--- config.mk ---
export PLATFORM = sky130hd
export DESIGN_NAME = tile_perf_monitor
export DESIGN_NICKNAME = d
export VERILOG_FILES = /design/src/common/perf_pkg.sv /design/src/common/perf_probe_if.sv /design/src/tile_perf_monitor.sv /design/src/stats_readout.sv /design/src/counters/perf_counter_bank.sv /design/src/probe_sampler.sv
export VERILOG_INCLUDE_DIRS = /design/src /design/src/common
export SDC_FILE = /design/constraint.sdc
export NUM_CORES = 1
export LEC_CHECK = 0
export BUFFER_PORTS_ARGS = -buffer_cell sky130_fd_sc_hd__buf_2
export CAP_MARGIN = 40
export CORE_MARGIN = 2
export CORE_UTILIZATION = 49
export DETAILED_ROUTE_END_ITERATION = 12
export PLACE_DENSITY = 0.62
export SYNTH_ARGS = -nofsm -noshare
export SYNTH_HDL_FRONTEND = slang
export SYNTH_SLANG_ARGS = --single-unit
--- constraint.sdc ---
create_clock -name clk_i -period 2.4 [get_ports clk_i]
set_input_delay 0.36 -clock clk_i [delete_from_list [all_inputs] [get_ports clk_i]]
set_output_delay 0.36 -clock clk_i [all_outputs]
set_load 0.02 [all_outputs]
--- src/common/perf_defs.svh ---
`ifndef PERF_DEFS_SVH
`define PERF_DEFS_SVH

// stall and full-cycle counters
`define PERF_CNT_W 32

// cycle and instruction counters, also the read data width
`define PERF_CYC_W 40

// remote store credits from the tile
`define PERF_CREDIT_W 6

// statistic selector on the read port
`define PERF_SEL_W 4

`endif
--- src/common/perf_pkg.sv ---
`default_nettype none

`include "perf_defs.svh"

package perf_pkg;

  // one cycle worth of classified events
  typedef struct packed {
    logic dmem;         // network write stall
    logic imem;         // bank conflict on instruction fetch
    logic dx;           // bypass or load-use
    logic bt;           // branch taken penalty
    logic rsrv;         // lr.w.acquire wait
    logic cgni_full;
    logic cgno_full;
    logic credit_full;
    logic instr;        // retired instruction
  } perf_event_s;

  typedef struct packed {
    logic [`PERF_CYC_W-1:0]    cycles;
    logic [`PERF_CYC_W-1:0]    instrs;
    logic [`PERF_CNT_W-1:0]    dmem;
    logic [`PERF_CNT_W-1:0]    imem;
    logic [`PERF_CNT_W-1:0]    dx;
    logic [`PERF_CNT_W-1:0]    bt;
    logic [`PERF_CNT_W-1:0]    rsrv;
    logic [`PERF_CNT_W-1:0]    cgni_full;
    logic [`PERF_CNT_W-1:0]    cgno_full;
    logic [`PERF_CNT_W-1:0]    credit_full;
    logic [`PERF_CREDIT_W-1:0] min_credit;
  } perf_stats_s;

  // codes 11..15 are not used and read back as zero
  typedef enum logic [`PERF_SEL_W-1:0] {
    STAT_CYCLES     = 4'd0,
    STAT_INSTRS     = 4'd1,
    STAT_DMEM       = 4'd2,
    STAT_IMEM       = 4'd3,
    STAT_DX         = 4'd4,
    STAT_BT         = 4'd5,
    STAT_RSRV       = 4'd6,
    STAT_CGNI       = 4'd7,
    STAT_CGNO       = 4'd8,
    STAT_CREDIT     = 4'd9,
    STAT_MIN_CREDIT = 4'd10
  } stat_sel_e;

endpackage

`default_nettype wire

--- src/common/perf_probe_if.sv ---
`timescale 1ns/100ps
`default_nettype none

`include "perf_defs.svh"

// classified per-cycle events, sampler to counter bank
interface perf_probe_if import perf_pkg::*; ();

  logic                      run;      // counted cycle
  logic                      clear;    // first cycle out of freeze
  perf_event_s               ev;
  logic [`PERF_CREDIT_W-1:0] credits;

  modport sampler
  (
    output run,
    output clear,
    output ev,
    output credits
  );

  modport bank
  (
    input run,
    input clear,
    input ev,
    input credits
  );

endinterface

`default_nettype wire

--- src/tile_perf_monitor.sv ---
`timescale 1ns/100ps
`default_nettype none

`include "perf_defs.svh"

module tile_perf_monitor import perf_pkg::*;
(
  input  logic                      clk_i,
  input  logic                      rst_n_i,
  input  logic                      freeze_i,
  input  logic                      imem_wait_i,
  input  logic                      dmem_wait_i,
  input  logic                      dmem_en_i,
  input  logic                      rsrv_stall_i,
  input  logic                      dx_stall_i,
  input  logic                      redirect_i,
  input  logic                      instr_retired_i,
  input  logic                      cgni_ready_i,
  input  logic                      cgno_ready_i,
  input  logic                      credit_ready_i,
  input  logic [`PERF_CREDIT_W-1:0] store_credits_i,
  input  logic                      rd_en_i,
  input  logic [`PERF_SEL_W-1:0]    rd_sel_i,
  output logic                      rd_valid_o,
  output logic [`PERF_CYC_W-1:0]    rd_data_o
);

  perf_stats_s stats;

  perf_probe_if probe_if ();

  probe_sampler probe_sampler_i
  (
    .clk_i           (clk_i),
    .rst_n_i         (rst_n_i),
    .freeze_i        (freeze_i),
    .imem_wait_i     (imem_wait_i),
    .dmem_wait_i     (dmem_wait_i),
    .dmem_en_i       (dmem_en_i),
    .rsrv_stall_i    (rsrv_stall_i),
    .dx_stall_i      (dx_stall_i),
    .redirect_i      (redirect_i),
    .instr_retired_i (instr_retired_i),
    .cgni_ready_i    (cgni_ready_i),
    .cgno_ready_i    (cgno_ready_i),
    .credit_ready_i  (credit_ready_i),
    .store_credits_i (store_credits_i),
    .probe           (probe_if.sampler)
  );

  perf_counter_bank perf_counter_bank_i
  (
    .clk_i   (clk_i),
    .rst_n_i (rst_n_i),
    .probe   (probe_if.bank),
    .stats_o (stats)
  );

  stats_readout stats_readout_i
  (
    .clk_i      (clk_i),
    .rst_n_i    (rst_n_i),
    .stats_i    (stats),
    .rd_en_i    (rd_en_i),
    .rd_sel_i   (stat_sel_e'(rd_sel_i)), // raw code, invalid values allowed
    .rd_valid_o (rd_valid_o),
    .rd_data_o  (rd_data_o)
  );

endmodule

`default_nettype wire

--- src/stats_readout.sv ---
`timescale 1ns/100ps
`default_nettype none

`include "perf_defs.svh"

module stats_readout import perf_pkg::*;
(
  input  logic                   clk_i,
  input  logic                   rst_n_i,
  input  perf_stats_s            stats_i,
  input  logic                   rd_en_i,
  input  stat_sel_e              rd_sel_i,
  output logic                   rd_valid_o,
  output logic [`PERF_CYC_W-1:0] rd_data_o
);

  localparam int cnt_pad_lp    = `PERF_CYC_W - `PERF_CNT_W;
  localparam int credit_pad_lp = `PERF_CYC_W - `PERF_CREDIT_W;

  logic [`PERF_CYC_W-1:0] sel_data;

  always_comb
  begin
    case (rd_sel_i)
      STAT_CYCLES:     sel_data = stats_i.cycles;
      STAT_INSTRS:     sel_data = stats_i.instrs;
      STAT_DMEM:       sel_data = {{cnt_pad_lp{1'b0}}, stats_i.dmem};
      STAT_IMEM:       sel_data = {{cnt_pad_lp{1'b0}}, stats_i.imem};
      STAT_DX:         sel_data = {{cnt_pad_lp{1'b0}}, stats_i.dx};
      STAT_BT:         sel_data = {{cnt_pad_lp{1'b0}}, stats_i.bt};
      STAT_RSRV:       sel_data = {{cnt_pad_lp{1'b0}}, stats_i.rsrv};
      STAT_CGNI:       sel_data = {{cnt_pad_lp{1'b0}}, stats_i.cgni_full};
      STAT_CGNO:       sel_data = {{cnt_pad_lp{1'b0}}, stats_i.cgno_full};
      STAT_CREDIT:     sel_data = {{cnt_pad_lp{1'b0}}, stats_i.credit_full};
      STAT_MIN_CREDIT: sel_data = {{credit_pad_lp{1'b0}}, stats_i.min_credit};
      default:         sel_data = '0; // unused codes
    endcase
  end

  always_ff @(posedge clk_i)
  begin
    if (!rst_n_i)
      rd_valid_o <= 1'b0;
    else
      rd_valid_o <= rd_en_i; // single cycle per request
  end

  always_ff @(posedge clk_i)
  begin
    if (rd_en_i)
      rd_data_o <= sel_data;
  end

  a_sel_known: assert property (@(posedge clk_i) disable iff (!rst_n_i)
    rd_en_i |-> !$isunknown(rd_sel_i))
  else
    $error("read selector has unknown bits");

endmodule

`default_nettype wire

--- src/counters/perf_counter_bank.sv ---
`timescale 1ns/100ps
`default_nettype none

`include "perf_defs.svh"

module perf_counter_bank import perf_pkg::*;
(
  input  logic       clk_i,
  input  logic       rst_n_i,
  perf_probe_if.bank probe,
  output perf_stats_s stats_o
);

  localparam perf_stats_s stats_clear_lp = '{
    cycles:      '0,
    instrs:      '0,
    dmem:        '0,
    imem:        '0,
    dx:          '0,
    bt:          '0,
    rsrv:        '0,
    cgni_full:   '0,
    cgno_full:   '0,
    credit_full: '0,
    min_credit:  '1
  };

  perf_stats_s stats_r;
  perf_stats_s stats_n;

  always_comb
  begin
    stats_n = stats_r;
    if (probe.clear)
    begin
      stats_n = stats_clear_lp;
    end
    else if (probe.run)
    begin
      stats_n.cycles = stats_r.cycles + 1'b1;

      if (probe.ev.instr)
        stats_n.instrs = stats_r.instrs + 1'b1;

      // memory stall classes, one at most
      if (probe.ev.dmem)
        stats_n.dmem = stats_r.dmem + 1'b1;
      if (probe.ev.rsrv)
        stats_n.rsrv = stats_r.rsrv + 1'b1;
      if (probe.ev.dx)
        stats_n.dx = stats_r.dx + 1'b1;
      if (probe.ev.bt)
        stats_n.bt = stats_r.bt + 1'b1;

      if (probe.ev.imem)
        stats_n.imem = stats_r.imem + 1'b1;

      // buffer full cycles
      if (probe.ev.cgni_full)
        stats_n.cgni_full = stats_r.cgni_full + 1'b1;
      if (probe.ev.cgno_full)
        stats_n.cgno_full = stats_r.cgno_full + 1'b1;
      if (probe.ev.credit_full)
        stats_n.credit_full = stats_r.credit_full + 1'b1;

      if (probe.credits < stats_r.min_credit)
        stats_n.min_credit = probe.credits; // new low water mark
    end
  end

  always_ff @(posedge clk_i)
  begin
    if (!rst_n_i)
      stats_r <= stats_clear_lp;
    else
      stats_r <= stats_n;
  end

  assign stats_o = stats_r;

  // sampler never counts the clear cycle
  a_clear_run_excl: assert property (@(posedge clk_i) disable iff (!rst_n_i)
    !(probe.clear && probe.run))
  else
    $error("clear and run high in the same cycle");

  a_stall_onehot: assert property (@(posedge clk_i) disable iff (!rst_n_i)
    $onehot0({probe.ev.dmem, probe.ev.rsrv, probe.ev.dx, probe.ev.bt}))
  else
    $error("more than one memory stall class in a cycle");

endmodule

`default_nettype wire

--- src/probe_sampler.sv ---
`timescale 1ns/100ps
`default_nettype none

`include "perf_defs.svh"

module probe_sampler import perf_pkg::*;
(
  input  logic                      clk_i,
  input  logic                      rst_n_i,
  input  logic                      freeze_i,
  input  logic                      imem_wait_i,
  input  logic                      dmem_wait_i,
  input  logic                      dmem_en_i,
  input  logic                      rsrv_stall_i,
  input  logic                      dx_stall_i,
  input  logic                      redirect_i,
  input  logic                      instr_retired_i,
  input  logic                      cgni_ready_i,
  input  logic                      cgno_ready_i,
  input  logic                      credit_ready_i,
  input  logic [`PERF_CREDIT_W-1:0] store_credits_i,
  perf_probe_if.sampler             probe
);

  perf_event_s               ev_n;
  perf_event_s               ev_r;
  logic [`PERF_CREDIT_W-1:0] credits_r;
  logic                      freeze_r;
  logic                      freeze_prev_r;

  // memory stalls are exclusive, the rest stand alone
  always_comb
  begin
    ev_n             = '0;
    ev_n.imem        = imem_wait_i;
    ev_n.instr       = instr_retired_i;
    ev_n.cgni_full   = ~cgni_ready_i;
    ev_n.cgno_full   = ~cgno_ready_i;
    ev_n.credit_full = ~credit_ready_i;
    if (dmem_wait_i && dmem_en_i)
      ev_n.dmem = 1'b1;
    else if (rsrv_stall_i)
      ev_n.rsrv = 1'b1;
    else if (dx_stall_i)
      ev_n.dx = 1'b1;
    else if (redirect_i)
      ev_n.bt = 1'b1;
  end

  always_ff @(posedge clk_i)
  begin
    ev_r      <= ev_n;
    credits_r <= store_credits_i;
  end

  // both high out of reset so the first unfrozen cycle clears
  always_ff @(posedge clk_i)
  begin
    if (!rst_n_i)
    begin
      freeze_r      <= 1'b1;
      freeze_prev_r <= 1'b1;
    end
    else
    begin
      freeze_r      <= freeze_i;
      freeze_prev_r <= freeze_r;
    end
  end

  assign probe.clear   = freeze_prev_r & ~freeze_r;
  assign probe.run     = ~freeze_prev_r & ~freeze_r;
  assign probe.ev      = ev_r;
  assign probe.credits = credits_r;

endmodule

`default_nettype wire

==> run summary <==
status = completed
commonest non-fill, non-tap cells in the layout = 359 x dfxtp_1, 320 x nor2_1, 142 x xor2_1, 139 x nand3_1, 134 x xnor2_1
WL final = 69.1 mm
Max Fclk = 0.432 GHz
register area share after synthesis = 0.430
clock skew = 21.7 ps
max-cap viol count = 0
worst setup path class = reg -> reg
post-synth net total = 2,264
post-layout min period = 2320 ps
share of cells above drive strength 1 = 0.133
Post-synth EDFFs = 40
gr usage total = 0.331
DP Cell Count = 2,822
GR peak layer = met2
clock root cell = clkbuf_16
CTS max path bufs = 3
worst slew pin tran = 918 ps
Placer Congestion = 1.02
CTS sink count = 400
Pleak = 7.84 nW
Area growth, synth to finish = 16.7%
setup TNS = 0 ps
die area = 41,500 µm²
Sequential Power Share = 0.476
core footprint = 39,500 µm²
post-DR wirelength/cell = 23.7 µm
CTS clk-pin slew, worst paths = 60 ps
Final Util = 0.577
Worst Hold Depth = 2
GR Overflow Total = 0
largest area contributor in the netlist = dfxtp_1
switching fraction of total power = 0.228
initial DRC count = 1,986
Reg2Reg Depth = 6
syn_area_per_cell = 8.79 µm²
pin count of the biggest net entering global routing = 66
# fillers = 3,557
DP Wirelength = 53.3 mm
Setup crit end kind = flop
Remaining DRCs = 0
Routed Antenna Nets = 0
worst-skew pair later-pin latency = 590 ps
Logic pwr share = 0.038
Vias/cell = 6.14
CTS Buf Count = 45
FFs w/ async S/R, synth = 0
# diodes = 0
worst endpoint required time = 2910 ps
initial antenna violation count = 1
# nets final = 2,399
met2 Usage GRT = 0.526
Critical Path Start Type = flop
Initial Util = 0.495
TritonRoute pass-1 iters = 6
post-synthesis cell area = 19,600 µm²
final instance area = 22,800 µm²
Mapped Cells = 2,225
vias in the first global route = 16,500
slew margin rel. = 0.385
synthesized flop and latch total = 400
synth unique cells = 67
die height = 204 µm
largest cells by area after synthesis = dfxtp_1 37%, xor2_1 6.4%, nor2_1 6.2%, edfxtp_1 6.1%, xnor2_1 6.0%
M3 GR Usage = 0.0544
die width = 204 µm
Ports = 65
first-pass GRT wire length = 103 mm
fin cells = 2,917
hold violation count in the final report = 0
pins over their slew limit = 0
met1 usage = 0.432
H-tree Lvls = 2
row cnt = 73
CTS tree = done
final worst-path cycle share = 0.965
Power, Total = 0.0144 W
via count = 17,900
Critical Path AT = 2820 ps
post-synth top area share = 0.368
unrepaired setup endpoints after global routing = false
maximum vdd drop = 0.439 mV
FF-to-FF setup slack = 80 ps
crit-path max FO = 18
clock network power share = 0.485
worst min path class = in -> reg
DP Area = 21,200 µm²
IO buf count = 64
yosys warns = 0
most common cell after layout, fill and taps aside = dfxtp_1
P per Cell Area = 630 nW/µm²
NetSw = 0.00328 W
Internal Dissipation = 0.0111 W
top_reg_cell synth = dfxtp_1
Final setup viols = 0
timing repair:
action	CTS	global route
hold buffers	15	0
setup endpoints to repair	0	21
hold endpoints to repair	14	0
buffers inserted	0	1
resized for setup	0	3
flip-flops by register name, indices dropped and copies added, names as in the netlist:
| signal | cells |
|---|---|
| probe_sampler_i.probe.ev | 9 |
| stats_readout_i.rd_valid_o | 1 |
| probe_sampler_i.freeze_r | 1 |
| probe_sampler_i.freeze_prev_r | 1 |
| probe_sampler_i.probe.credits | 6 |
| perf_counter_bank_i.stats_o | 342 |
| stats_readout_i.rd_data_o | 40 |
cell type report:
cell class | instances | area [µm²] | share of cell area
clock inverters | 14 | 131 | 0.00575
multi-input cells | 1661 | 10600 | 0.462
well taps | 525 | 657 | 0.0288
flip-flops and latches | 400 | 8410 | 0.368
inverters | 43 | 161 | 0.00707
repair buffers | 209 | 1560 | 0.0683
clock buffers | 65 | 1350 | 0.0593
power by group through the flow:
stage,clock (W),sequential [W],combinational [W]
after detailed placement,0,0.00700,0.000525
after global routing,0.00734,0.00685,0.000583
after global placement,0,0.00699,0.000519
final,0.00697,0.00685,0.000551
after CTS,0.00706,0.00685,0.000544
after floorplan,0,0.00701,0.000247
critical path, stage by stage, from the launching register on:
cell	delay, ps
dfxtp_1	500
nor3b_4	250
buf_4	220
and4_1	410
nand3_2	290
or3_1	410
a21oi_1	160
cells in the mapped netlist, drive strengths merged, types with 5 or more instances:
cell type	instances
a221oi	28
or4	7
nor2	322
inv	43
a21oi	60
a22oi	51
a222oi	11
and4	41
nor2b	12
dfxtp	360
clkbuf	88
nand3	143
nand4	113
or3	46
nor4b	9
buf	33
mux2i	41
a32oi	5
ha	15
nor3	72
o21ai	47
nand2b	8
nor4	52
edfxtp	40
or2	9
xnor2	134
nor3b	8
nand2	133
a31oi	8
and3	43
and4bb	5
xor2	142
a22o	23
and2	20
o22ai	15
final timing paths:
path	startpoint	to
setup / recovery	probe_sampler_i.freeze_prev_r	perf_counter_bank_i.stats_o[298]
hold reg to reg	perf_counter_bank_i.stats_o[165]	perf_counter_bank_i.stats_o[165]
setup reg to reg	probe_sampler_i.freeze_prev_r	perf_counter_bank_i.stats_o[298]
hold / removal	rst_n_i	probe_sampler_i.freeze_prev_r
cell families after synthesis:
group                      count (synthesis)  share of synthesized area
muxes                                     44                     0.0227
buffers and inverters                    164                     0.0329
and+or+nand+nor                         1057                      0.288
xor gates and xnor gates                 276                      0.124
DFF                                      400                      0.430
adders and majority gates                 15                    0.00959
AOI/OAI and AO/OA                        269                     0.0940
routing by layer:
layer,vias up,part of all wire
li1,8272,-
met1,8641,0.41
met2,820,0.45
met3,188,0.079
met4,0,0.058
met5,-,0
metrics by stage:
stage,setup slack [ps],hold slack (ps)
6_report,83.7,72.5
5_1_grt,19.8,67.9
4_1_cts,80.6,45.8
3_5_place_dp,89.0,464
3_3_place_gp,109,463
2_1_floorplan,266,388
Note: power is estimated with default switching activity, not from simulation.
